File: src/source/bitmap_pkg.sv
package bitmap_pkg;

    // Bits per pixel of the bitmap
    typedef enum logic [1:0] {
        cm_2bpp,
        cm_4bpp,
        cm_8bpp,
        cm_16bpp
    } color_mode_e;

    // Image width in pixels
    typedef enum logic [1:0] {
        iw_256,
        iw_512,
        iw_1024,
        iw_2048
    } image_width_e;

    // Vertical wrap of the image
    typedef enum logic [1:0] {
        rl_256,
        rl_512,
        rl_none
    } row_limit_e;

    // Meaning of an 8-bit pixel
    typedef enum logic {
        pm_palette,
        pm_direct
    } palette_mode_e;

    localparam int VRAM_ADDR_W  = 19;                    // 512 KB video memory
    localparam int WORD_W       = 32;
    localparam int PIXEL_W      = 16;
    localparam int GROUP_PIXELS = 16;
    localparam int BANK_WORDS   = 8;                     // 16 pixels at 16 bpp
    localparam int BANK_ADDR_W  = $clog2(BANK_WORDS);

    // Memory words holding one 16-pixel group
    function automatic logic [3:0] words_per_group(input color_mode_e mode);
        case (mode)
            cm_2bpp:  return 4'd1;
            cm_4bpp:  return 4'd2;
            cm_8bpp:  return 4'd4;
            default:  return 4'd8;
        endcase
    endfunction

endpackage

File: src/source/bitmap_if.sv
// Word writes from the fetch stage into the line buffer
interface line_write_if;
    logic                                bank;
    logic [bitmap_pkg::BANK_ADDR_W-1:0]  word;
    logic [bitmap_pkg::WORD_W-1:0]       data;
    logic                                strobe;    // One word per cycle when high

    modport writer (output bank, word, data, strobe);
    modport buffer (input bank, word, data, strobe);
endinterface

// Bank ownership between fetch and unpack, plus the buffer read port
interface bank_handoff_if;
    logic                                filled;       // Pulse
    logic                                filled_bank;
    logic                                freed;        // Pulse
    logic                                freed_bank;
    logic                                rd_bank;
    logic [bitmap_pkg::BANK_ADDR_W-1:0]  rd_word;
    logic [bitmap_pkg::WORD_W-1:0]       rd_data;      // One cycle after rd_bank/rd_word

    modport producer (
        output filled, filled_bank,
        input  freed, freed_bank
    );

    modport consumer (
        input  filled, filled_bank, rd_data,
        output freed, freed_bank, rd_bank, rd_word
    );

    modport storage (
        input  rd_bank, rd_word,
        output rd_data
    );
endinterface

File: src/source/bitmap_fetch.sv
module bitmap_fetch #(
    parameter int ADDR_W = bitmap_pkg::VRAM_ADDR_W
) (
    input  logic                          CLK,
    input  logic                          RESET_n,
    input  bitmap_pkg::color_mode_e       color_mode,
    input  bitmap_pkg::image_width_e      image_width,
    input  bitmap_pkg::row_limit_e        row_limit,
    input  logic                          req_valid,
    output logic                          req_ready,
    input  logic [10:0]                   req_x,
    input  logic [12:0]                   req_y,
    output logic [ADDR_W-1:0]             araddr,
    output logic                          arvalid,
    input  logic                          arready,
    input  logic [bitmap_pkg::WORD_W-1:0] rdata,
    input  logic                          rvalid,
    output logic                          rready,
    line_write_if.writer                  lw,
    bank_handoff_if.producer              bh
);
    localparam int LIN_W = 25;  // 13-bit y shifted by 11, times 2 for 16 bpp

    typedef enum logic [1:0] {
        st_idle,
        st_addr,
        st_data
    } state_e;

    state_e                             state;
    logic [bitmap_pkg::BANK_ADDR_W-1:0] word_idx;
    logic                               fill_ptr;     // Next bank to fill
    logic [1:0]                         bank_full;
    logic [12:0]                        y_eff;
    logic [10:0]                        x_eff;
    logic [3:0]                         w_shift;
    logic [LIN_W-1:0]                   pix_idx;
    logic [LIN_W-1:0]                   byte_addr;
    logic [3:0]                         wpg;
    logic                               accept;
    logic                               last_word;

    // Linear byte address of the requested group
    always_comb begin
        case (row_limit)
            bitmap_pkg::rl_256: y_eff = {5'd0, req_y[7:0]};
            bitmap_pkg::rl_512: y_eff = {4'd0, req_y[8:0]};
            default:            y_eff = req_y;
        endcase
        case (image_width)
            bitmap_pkg::iw_256: begin
                x_eff   = {3'd0, req_x[7:4], 4'd0};
                w_shift = 4'd8;
            end
            bitmap_pkg::iw_512: begin
                x_eff   = {2'd0, req_x[8:4], 4'd0};
                w_shift = 4'd9;
            end
            bitmap_pkg::iw_1024: begin
                x_eff   = {1'd0, req_x[9:4], 4'd0};
                w_shift = 4'd10;
            end
            default: begin
                x_eff   = {req_x[10:4], 4'd0};
                w_shift = 4'd11;
            end
        endcase
        pix_idx = (LIN_W'(y_eff) << w_shift) + LIN_W'(x_eff);  // Pixel number in image
        case (color_mode)
            bitmap_pkg::cm_2bpp: byte_addr = pix_idx >> 2;
            bitmap_pkg::cm_4bpp: byte_addr = pix_idx >> 1;
            bitmap_pkg::cm_8bpp: byte_addr = pix_idx;
            default:             byte_addr = pix_idx << 1;
        endcase
    end

    assign wpg       = bitmap_pkg::words_per_group(color_mode);
    assign last_word = ({1'b0, word_idx} == wpg - 4'd1);
    assign req_ready = (state == st_idle) && !bank_full[fill_ptr];
    assign accept    = req_valid && req_ready;
    assign arvalid   = (state == st_addr);
    assign rready    = (state == st_data);

    assign lw.bank   = fill_ptr;
    assign lw.word   = word_idx;
    assign lw.data   = {<<8{rdata}};                  // Byte-reversed word
    assign lw.strobe = rready && rvalid;

    always_ff @(posedge CLK or negedge RESET_n) begin
        if (!RESET_n) begin
            state          <= st_idle;
            word_idx       <= '0;
            fill_ptr       <= 1'b0;
            bank_full      <= 2'b00;
            bh.filled      <= 1'b0;
            bh.filled_bank <= 1'b0;
        end else begin
            bh.filled <= 1'b0;
            if (bh.freed) bank_full[bh.freed_bank] <= 1'b0;
            case (state)
                st_idle: begin
                    if (accept) begin
                        word_idx <= '0;
                        state    <= st_addr;
                    end
                end
                st_addr: if (arready) state <= st_data;
                st_data: begin
                    if (rvalid && last_word) begin
                        state               <= st_idle;
                        bank_full[fill_ptr] <= 1'b1;
                        bh.filled           <= 1'b1;
                        bh.filled_bank      <= fill_ptr;
                        fill_ptr            <= ~fill_ptr;
                    end else if (rvalid) begin
                        word_idx <= word_idx + 1'b1;
                        state    <= st_addr;
                    end
                end
                default: state <= st_idle;
            endcase
        end
    end

    // Address held until arready, next word follows at plus 4
    always_ff @(posedge CLK) begin
        if (accept) araddr <= byte_addr[ADDR_W-1:0];
        else if (lw.strobe) araddr <= araddr + ADDR_W'(4);
    end

endmodule

File: src/source/line_buffer.sv
module line_buffer (
    input  logic            CLK,
    line_write_if.buffer    lw,
    bank_handoff_if.storage bh
);
    localparam int DEPTH = 2 * bitmap_pkg::BANK_WORDS;

    // Bank number is the top address bit
    logic [bitmap_pkg::WORD_W-1:0] mem [DEPTH];

    always_ff @(posedge CLK) begin
        if (lw.strobe) begin
            mem[{lw.bank, lw.word}] <= lw.data;
        end
        bh.rd_data <= mem[{bh.rd_bank, bh.rd_word}];  // Registered read
    end

endmodule

File: src/source/pixel_unpack.sv
module pixel_unpack (
    input  logic                           CLK,
    input  logic                           RESET_n,
    input  bitmap_pkg::color_mode_e        color_mode,
    input  logic                           stall,
    output logic [bitmap_pkg::PIXEL_W-1:0] pix_raw,
    output logic                           raw_valid,
    bank_handoff_if.consumer               bh
);
    logic [1:0] q_count;
    logic [1:0] q_bank;         // Entry 0 is the oldest filled bank
    logic [3:0] pos;            // Position being read
    logic [3:0] pos_d;          // Position whose word is on rd_data
    logic       bank_d;
    logic [3:0] wpg;
    logic       active;
    logic       push;
    logic       pop;

    // Word holding a pixel position, pos * words / 16
    function automatic logic [bitmap_pkg::BANK_ADDR_W-1:0] word_of(
        input logic [3:0] p,
        input logic [3:0] words
    );
        logic [7:0] prod;
        prod = p * words;
        return prod[6:4];
    endfunction

    assign wpg    = bitmap_pkg::words_per_group(color_mode);
    assign active = (q_count != 2'd0);
    assign push   = bh.filled;
    assign pop    = active && !stall && (pos == 4'd15);

    // Re-read the held word while stalled
    assign bh.rd_bank    = stall ? bank_d : q_bank[0];
    assign bh.rd_word    = stall ? word_of(pos_d, wpg) : word_of(pos, wpg);
    assign bh.freed      = !stall && raw_valid && (pos_d == 4'd15);  // Last pixel leaves
    assign bh.freed_bank = bank_d;

    // Pixels sit MSB first in each word
    always_comb begin
        pix_raw = '0;
        case (color_mode)
            bitmap_pkg::cm_2bpp:
                pix_raw[1:0] = bh.rd_data[5'd31 - {pos_d, 1'b0} -: 2];
            bitmap_pkg::cm_4bpp:
                pix_raw[3:0] = bh.rd_data[5'd31 - {pos_d[2:0], 2'b0} -: 4];
            bitmap_pkg::cm_8bpp:
                pix_raw[7:0] = bh.rd_data[5'd31 - {pos_d[1:0], 3'b0} -: 8];
            default:
                pix_raw = bh.rd_data[5'd31 - {pos_d[0], 4'b0} -: 16];
        endcase
    end

    always_ff @(posedge CLK or negedge RESET_n) begin
        if (!RESET_n) begin
            pos       <= 4'd0;
            pos_d     <= 4'd0;
            bank_d    <= 1'b0;
            raw_valid <= 1'b0;
            q_count   <= 2'd0;
            q_bank    <= 2'b00;
        end else begin
            if (!stall) begin
                raw_valid <= active;
                pos_d     <= pos;
                bank_d    <= q_bank[0];
                if (active) pos <= pos + 4'd1;  // Wraps to 0 after 15
            end
            case ({push, pop})
                2'b10: begin
                    if (q_count == 2'd0) q_bank[0] <= bh.filled_bank;
                    else q_bank[1] <= bh.filled_bank;
                    q_count <= q_count + 2'd1;
                end
                2'b01: begin
                    q_bank[0] <= q_bank[1];
                    q_count   <= q_count - 2'd1;
                end
                2'b11: begin
                    if (q_count == 2'd1) begin
                        q_bank[0] <= bh.filled_bank;
                    end else begin
                        q_bank[0] <= q_bank[1];
                        q_bank[1] <= bh.filled_bank;
                    end
                end
                default: ;
            endcase
        end
    end

endmodule

File: src/source/pixel_decode.sv
module pixel_decode (
    input  logic                           CLK,
    input  logic                           RESET_n,
    input  bitmap_pkg::color_mode_e        color_mode,
    input  bitmap_pkg::palette_mode_e      palette_mode,
    input  logic [3:0]                     palette_offset,
    input  logic [bitmap_pkg::PIXEL_W-1:0] pix_raw,
    input  logic                           raw_valid,
    input  logic                           pix_ready,
    output logic                           stall,
    output logic                           pix_valid,
    output logic [5:0]                     pix_index,
    output logic [bitmap_pkg::PIXEL_W-1:0] pix_color,
    output logic                           pix_low_priority
);
    logic [5:0]                     index_next;
    logic [bitmap_pkg::PIXEL_W-1:0] color_next;
    logic                           low_next;

    always_comb begin
        index_next = 6'd0;
        color_next = '0;
        low_next   = 1'b0;
        case (color_mode)
            bitmap_pkg::cm_2bpp: begin
                index_next = {palette_offset, pix_raw[1:0]};
                low_next   = (pix_raw[1:0] == 2'd0);
            end
            bitmap_pkg::cm_4bpp: begin
                index_next = {palette_offset[3:2], pix_raw[3:0]};
                low_next   = (pix_raw[3:0] == 4'd0);
            end
            bitmap_pkg::cm_8bpp: begin
                if (palette_mode == bitmap_pkg::pm_direct) begin
                    color_next = pix_raw;               // Upper byte already zero
                    low_next   = 1'b1;
                end else begin
                    index_next = pix_raw[5:0];
                    low_next   = (pix_raw[5:0] == 6'd0);
                end
            end
            default: color_next = pix_raw;          // 16 bpp direct color
        endcase
    end

    assign stall = pix_valid && !pix_ready;

    always_ff @(posedge CLK or negedge RESET_n) begin
        if (!RESET_n) pix_valid <= 1'b0;
        else if (!stall) pix_valid <= raw_valid;
    end

    always_ff @(posedge CLK) begin
        if (!stall && raw_valid) begin
            pix_index        <= index_next;
            pix_color        <= color_next;
            pix_low_priority <= low_next;
        end
    end

endmodule

File: src/source/bitmap_layer.sv
module bitmap_layer #(
    parameter int ADDR_W = bitmap_pkg::VRAM_ADDR_W
) (
    input  logic                           CLK,
    input  logic                           RESET_n,

    input  bitmap_pkg::color_mode_e        color_mode,
    input  bitmap_pkg::image_width_e       image_width,
    input  bitmap_pkg::row_limit_e         row_limit,
    input  bitmap_pkg::palette_mode_e      palette_mode,
    input  logic [3:0]                     palette_offset,

    input  logic                           req_valid,
    output logic                           req_ready,
    input  logic [10:0]                    req_x,
    input  logic [12:0]                    req_y,

    output logic [ADDR_W-1:0]              araddr,
    output logic                           arvalid,
    input  logic                           arready,
    input  logic [bitmap_pkg::WORD_W-1:0]  rdata,
    input  logic                           rvalid,
    output logic                           rready,

    output logic                           pix_valid,
    input  logic                           pix_ready,
    output logic [5:0]                     pix_index,
    output logic [bitmap_pkg::PIXEL_W-1:0] pix_color,
    output logic                           pix_low_priority
);
    logic                           stall;
    logic                           raw_valid;
    logic [bitmap_pkg::PIXEL_W-1:0] pix_raw;

    line_write_if   lw ();
    bank_handoff_if bh ();

    bitmap_fetch #(
        .ADDR_W (ADDR_W)
    ) u_fetch (
        .CLK,
        .RESET_n,
        .color_mode,
        .image_width,
        .row_limit,
        .req_valid,
        .req_ready,
        .req_x,
        .req_y,
        .araddr,
        .arvalid,
        .arready,
        .rdata,
        .rvalid,
        .rready,
        .lw     (lw.writer),
        .bh     (bh.producer)
    );

    line_buffer u_buffer (
        .CLK,
        .lw     (lw.buffer),
        .bh     (bh.storage)
    );

    pixel_unpack u_unpack (
        .CLK,
        .RESET_n,
        .color_mode,
        .stall,
        .pix_raw,
        .raw_valid,
        .bh     (bh.consumer)
    );

    pixel_decode u_decode (
        .CLK,
        .RESET_n,
        .color_mode,
        .palette_mode,
        .palette_offset,
        .pix_raw,
        .raw_valid,
        .pix_ready,
        .stall,
        .pix_valid,
        .pix_index,
        .pix_color,
        .pix_low_priority
    );

endmodule

File: config.mk
export PLATFORM = sky130hd
export DESIGN_NAME = bitmap_layer
export DESIGN_NICKNAME = d
export VERILOG_FILES = /design/src/source/bitmap_pkg.sv /design/src/source/bitmap_if.sv /design/src/source/bitmap_fetch.sv /design/src/source/line_buffer.sv /design/src/source/pixel_unpack.sv /design/src/source/pixel_decode.sv /design/src/source/bitmap_layer.sv
export SDC_FILE = /design/constraint.sdc
export NUM_CORES = 1
export LEC_CHECK = 0
export ABC_AREA = 1
export CORE_ASPECT_RATIO = 1.4
export CORE_MARGIN = 4
export CORE_UTILIZATION = 30
export CTS_CLUSTER_SIZE = 12
export DETAILED_ROUTE_END_ITERATION = 7
export DONT_BUFFER_PORTS = 1
export HOLD_SLACK_MARGIN = 0.15
export PLACE_DENSITY = 0.4
export SYNTH_ARGS = -nofsm -noshare
export SYNTH_HDL_FRONTEND = slang
export SYNTH_HIERARCHICAL = 1
export SYNTH_SLANG_ARGS = --single-unit
export TNS_END_PERCENT = 100
File: constraint.sdc
create_clock -name CLK -period 4.6 [get_ports CLK]
set_input_delay 0.46 -clock CLK [delete_from_list [all_inputs] [get_ports CLK]]
set_output_delay 0.46 -clock CLK [all_outputs]
set_load 0.1 [all_outputs]
# ---- After elaboration in Yosys (flattened, before gate mapping)
# Memories as Yosys holds them, arrays and structs flattened. A register that Yosys moved wholly into a read port is not among the register bits.
# Cells that the tools add are included.
# W data, S select, Z words.
dict set report word_totals {
  memories 1
  in_bits 73
  ramBits 512
  wordCells 151
  regBits 67
  output_inout_bits 46
}
dict set report op_classes {
  multipliers 2
  n_eq_ne 22
  addsub 11
  muxes 48
  n_bitwise 5
  n_lt_le_gt_ge 4
  shifts 5
  reduce_logical 35
}
# memory depth word_bits rd rd_ports_with_merged_regs wr line
set mem_list {}
lappend mem_list {u_buffer.mem 16 32 1 1 1 line_buffer.sv:9} ;# logic [bitmap_pkg::WORD_W-1:0] mem [DEPTH];
# op n
set ops {}
lappend ops {{$pmux W19 S3} 1}
lappend ops {{$shiftx A47 B6 Y16} 1}
lappend ops {{$shiftx A39 B6 Y8} 1}
lappend ops {{$mux W19} 2}
lappend ops {{$shiftx A35 B6 Y4} 1}
lappend ops {{$pmux W11 S3} 1}
lappend ops {{$shiftx A33 B6 Y2} 1}
lappend ops {{$pmux W16 S2} 1}
lappend ops {{$pmux W13 S2} 1}
lappend ops {{$pmux W2 S3} 4}
lappend ops {{$add A21 B11 Y21} 1}
lappend ops {{$shl A13 B4 Y21} 1}
lappend ops {{$sub A5 B5 Y5 const A} 4}
lappend ops {{$add A19 B3 Y19 const B} 1}
lappend ops {{$pmux W6 S3} 1}
lappend ops {{$mux W16} 1}
lappend ops {{$mul A4 B4 Y7} 2}
lappend ops {{$mux W1} 14}
lappend ops {{$mux W2} 7}
lappend ops {{$eq A2 B1 Y1 const B} 6}
lappend ops {{$logic_not A2 Y1} 6}
lappend ops {{$mux W3} 4}
lappend ops {{$pmux W4 S3} 1}
lappend ops {{$logic_and A1 B1 Y1} 11}
lappend ops {{34 further kinds} 58}

# ---- Depth between registers and ports, before layout
dict set report logic_depth {
  depth_word 10
  ltp_mapped 21
  depth_no_buf 20
}

# ---- By module
# The synthesis kept the hierarchy.
# mod area_each_um2 seq_area_each_um2 n_inst cells_per_inst
set modules_own_cells {}
lappend modules_own_cells {line_buffer 22730.6 16015.4 1 2120}
lappend modules_own_cells {bitmap_fetch 3007.9 760.7 1 463}
lappend modules_own_cells {pixel_unpack 2288.4 350.3 1 379}
lappend modules_own_cells {pixel_decode 1003.5 715.7 1 93}

# ---- Worst setup path after synthesis
# Ideal clock, no wire load.
dict set report synth_path {
  path_type {register -> register}
  from {register u_fetch.state[0]}
  to {memory u_buffer/mem[12][0] in the netlist's numbering, enable pin}
  period_less_slack_ns 4.155
  required_ns 4.179
  setup_slack_ns 0.445
  setup_ns 0.421
  path_buffers 0
  path_stages_with_launch 6
  arrival_time_ns 3.734
  path_cell_list {dfrtp_1 nor2_1 inv_1 nor2_1 nand3_1 nor2_1}
}
dict set report synth_between {
  elab_chain_cells 4
}
# element line
set synth_rtl {}
lappend synth_rtl {{from (decl)} bitmap_fetch.sv:30} ;# state_e state;
lappend synth_rtl {{from (signal assigned)} bitmap_fetch.sv:91} ;# state <= st_idle;
lappend synth_rtl {{from (signal assigned)} bitmap_fetch.sv:104} ;# state <= st_addr;
lappend synth_rtl {{from (signal assigned)} bitmap_fetch.sv:107} ;# st_addr: if (arready) state <= st_data;
lappend synth_rtl {{$eq A2 B2 Y1} bitmap_fetch.sv:82} ;# assign rready = (state == st_data);
lappend synth_rtl {{named net rready} bitmap_layer.sv:23} ;# output logic rready,
lappend synth_rtl {{$logic_and A1 B1 Y1} bitmap_fetch.sv:87} ;# assign lw.strobe = rready && rvalid;
lappend synth_rtl {{named net lw.strobe} bitmap_if.sv:6} ;# logic strobe;
lappend synth_rtl {{$mux W1} line_buffer.sv:12} ;# if (lw.strobe) begin
lappend synth_rtl {{$mux W1 (not written as such)} line_buffer.sv:13} ;# mem[{lw.bank, lw.word}] <= lw.data;
lappend synth_rtl {{to (decl)} line_buffer.sv:9}
# The timed path passes the listed nets, and every way through them passes these cells.

# ---- Worst setup path after layout
dict set report layout_path {
  from {register u_unpack.pos_d[1]}
  to {register u_buffer.bh.rd_data[7] (read register of u_buffer.mem)}
}
dict set report layout_between {
  elab_chain_cells 2
}
# element line
set layout_rtl {}
lappend layout_rtl {{from (decl)} pixel_unpack.sv:13} ;# logic [3:0] pos_d;
lappend layout_rtl {{from (signal assigned)} pixel_unpack.sv:67} ;# pos_d <= pos;
lappend layout_rtl {{$mul A4 B4 Y7} pixel_unpack.sv:26} ;# prod = p * words;
lappend layout_rtl {{$mux W3} pixel_unpack.sv:37} ;# assign bh.rd_word = stall ? word_of(pos_d, wpg) : word_of(pos, wpg);
lappend layout_rtl {{named net bh.rd_word, one bit} bitmap_if.sv:19} ;# logic [bitmap_pkg::BANK_ADDR_W-1:0] rd_word;
lappend layout_rtl {{to (decl)} bitmap_if.sv:34} ;# output rd_data
# The timed path passes the listed nets, and every way through them passes these cells.
# A chain may end at the register's enable or synchronous reset.

==> metrics <==
count of flip-flops with a built-in enable after synthesis about 550; data required time of the worst path 5.08 ns; Worst Hold Endpoint u_fetch/araddr[5]; count of instances resized after the clock tree is built 0; RSZ-0062 raised after global routing no; total of max-cap violations 0; largest vdd supply drop 0.584 mV; DRT antenna net count 0; Initial Utilization between 30% and 40%; final cell utilization of the core 34.4%; Die Footprint a little over 0.1 mm^2; clock buffer depth 3; ratio of routed vias to standard cells ~4.6; final std cells w/o fill about 4,400; IO Port Bufs 0; wire length of the first global-routing pass 126,000 um; commonest non-fill, non-tap cell in the layout sky130_fd_sc_hd__nand2_1; post-synthesis sequential element count between 600 and 700; depth of the most critical reg-to-reg path 16; leakage power summed over all cells 14.0 nW; later-pin clock latency in the skew report 0.63 ns; hold buffers post-CTS between 50 and 60; flip-flop cell with the highest count after synthesis sky130_fd_sc_hd__edfxtp_1; worst reg-to-reg setup slack just over 0.7 ns; path type of the worst min-delay path in -> reg; GP Congestion ~0.85; CP Data Arrival Time ~4.4 ns; total detailed-routing wirelength 84,300 um; master cell of the clock root buffer sky130_fd_sc_hd__clkbuf_16; Syn-to-layout area delta 13.6%; element type at the critical path start flop; most repeated library cell on the critical path sky130_fd_sc_hd__nand2_1; Crit. End Element flop; Die Wd about 270 um; first drt pass iteration count 5; register clock-pin slew on the reported worst setup and hold paths roughly 0.06 ns; max-slew violation count 0; via count 20,200; Final TNS setup 0 ns; CTS sink count ~610; number of distinct library cell variants in the gate-level netlist after synthesis 50; H-tree levels 3; largest net degree at the start of global routing about 140; Routed WL per cell 19.1 um; number of buffers inserted by post-CTS setup repair 0; Core Footprint between 0.09 and 0.1 mm^2; netlist area before placement between 0.02 and 0.03 mm^2; Worst-Margin Slew approximately 1.2 ns; sequential cell area fraction in the yosys report 61.5%; Largest delay share family, worst path adder cells; total of warnings raised by yosys 6; stage delay of the slowest cell on the critical path 0.53 ns; Final Hold Fails 0; number of global-route vias before repair approximately 20,000; Rows between 100 and 150; highest fanout seen on the critical path 136; number of antenna violations at the first check in global routing 6; TritonCTS clock tree done; Critical Path Slowest Stage Cell sky130_fd_sc_hd__fa_1; PD cells between 600 and 700 mW/mm^2; Hold Crit Depth 4; worst setup timing slack at the placement stage between 0.3 and 0.4 ns; fraction of final layout cells with drive strength greater than 1 7.33%; highest-count cells in the layout ignoring fill and taps sky130_fd_sc_hd__nand2_1, sky130_fd_sc_hd__edfxtp_1, sky130_fd_sc_hd__inv_1; worst rel slew slack between 20% and 30%; cts bufs inserted between 60 and 70; count of final setup violators 0; critical-path cell list inv_2, nor2_1, inv_2, fa_1, inv_1, fa_1, ha_1, nand2_1, nand2_1, o22ai_4, buf_12, nand2_1, nand3_1, nand3_1, nand3_1, nand2_1; Final min period 3.89 ns; crit path kind reg -> reg; DP Wirelength roughly 47,000 um; worst setup path startpoint u_unpack/pos_d[1]; iteration-0 DRC count of the detailed router between 1,000 and 1,500; run status completed; final setup skew 0.0305 ns; max frequency between 0.2 and 0.3 GHz; post-route clock period utilization 84.6%; grt total ovfl 0; average size of a mapped cell ~9.5 um^2; number of placed instances with taps included between 4,000 and 5,000; all-layer global routing usage between 10% and 20%; overall power consumption between 0.02 and 0.025 W; fin nets approximately 3,200; worst hold start req_x[7]; ys async rst share just over 4%; combined buffer and inverter count along the critical path 4; launch point of the worst reg-to-reg path u_unpack/pos_d[1]; vertical die dimension ~380 um; capturing point of the worst reg2reg path u_buffer/bh.rd_data[7]; I/O pins between 100 and 150; synthesized instance count between 3,000 and 4,000; number of DRC violations after detailed routing 0; setup slack after layout just over 0.7 ns
[cell usage after synthesis (17+ instances only)]
library cell / number / area share, %
sky130_fd_sc_hd__nand2_1: 963 / 12
sky130_fd_sc_hd__edfxtp_1: 552 / 57
sky130_fd_sc_hd__inv_1: 497 / 6.4
sky130_fd_sc_hd__nand3_1: 488 / 8.4
sky130_fd_sc_hd__nor2_1: 101 / 1.3
sky130_fd_sc_hd__buf_2: 47 / 0.81
sky130_fd_sc_hd__buf_4: 46 / 1.2
sky130_fd_sc_hd__a21oi_1: 38 / 0.66
sky130_fd_sc_hd__buf_6: 37 / 1.4
sky130_fd_sc_hd__o21ai_0: 37 / 0.64
sky130_fd_sc_hd__dfxtp_1: 32 / 2.2
sky130_fd_sc_hd__ha_1: 28 / 1.2
sky130_fd_sc_hd__dfrtp_1: 25 / 2.2
sky130_fd_sc_hd__clkbuf_1: 20 / 0.26
sky130_fd_sc_hd__nand2_2: 17 / 0.37
[how the worst max path moves through the flow]
stage / end / cells past startpoint / slack, ns
2_1_floorplan: u_buffer/mem[12][0] / 5 / 0.44
4_1_cts: u_buffer/bh.rd_data[7] / 16 / 0.67
6_report: u_buffer/bh.rd_data[7] / 16 / 0.71
5_1_grt: u_buffer/bh.rd_data[12] / 16 / 0.45
3_3_place_gp: u_buffer/bh.rd_data[7] / 17 / 0.42
3_5_place_dp: u_buffer/bh.rd_data[7] / 17 / 0.40
[logic make-up (layout without fill, tap and decap cells)]
kind of cell    after synthesis  in the layout  share of synthesized area, %
other cells                   1              6                        0.0129
flops                       609            609                          61.5
xor+xnor                     20             20                         0.603
fa+ha+maj                    35             35                          1.69
buf+inv                     675            743                          10.6
compound gates              104            104                          2.05
simple gates               1611           1611                          23.6
[routing by layer]
metal,up-vias,GRT usage (%),share of wire (%)
met1,9779,20.5,44
li1,9860,-,-
met2,405,28.9,50
met5,-,0,0.015
met4,2,5.26,2.5
met3,112,2.55,3.9
[tightest hold or removal path, stage by stage]
cell,delay (ns)
sky130_fd_sc_hd__nand2_1,0.04
sky130_fd_sc_hd__o221ai_1,0.05
sky130_fd_sc_hd__o21ai_0,0.10
sky130_fd_sc_hd__o31ai_1,0.08
[metrics by stage]
stage | instance area [um^2] | hold WS, ns
detailed placement | 30400 | 0.166
CTS | 33000 | 0.160
finish | 33000 | 0.220
global route | 33000 | 0.227
global placement | 30400 | 0.166
floorplan | 29000 | 0.164
[registers in the layout, indices dropped and copies added, names as in the netlist, 3 cells and up]
name and flops:
u_fetch/lw.word 3, u_decode/pix_index 6, u_buffer/mem 512, u_decode/pix_color 16, u_fetch/araddr 17, u_buffer/bh.rd_data 32, u_unpack/pos_d 4, u_unpack/pos 4
[cell type report]
class / instances / area (um^2)
Timing Repair Buffer: 118 / 1260
Multi-Input combinational cell: 1772 / 8290
Antenna cell: 4 / 10.0
Inverter: 509 / 1920
Clock inverter: 18 / 175
Tap cell: 1292 / 1620
Clock buffer: 98 / 1860
Sequential cell: 609 / 17800
Fill cell: 9511 / 62800
[where the power goes]
group / leakage, nW / switching [W] / total, W / internal (W)
combinational: 7.45 / 0.00508 / 0.00729 / 0.00222
clock: 0.993 / 0.00217 / 0.00510 / 0.00293
sequential: 5.57 / 0.00133 / 0.00792 / 0.00659
(Power assumes the default switching activity.)
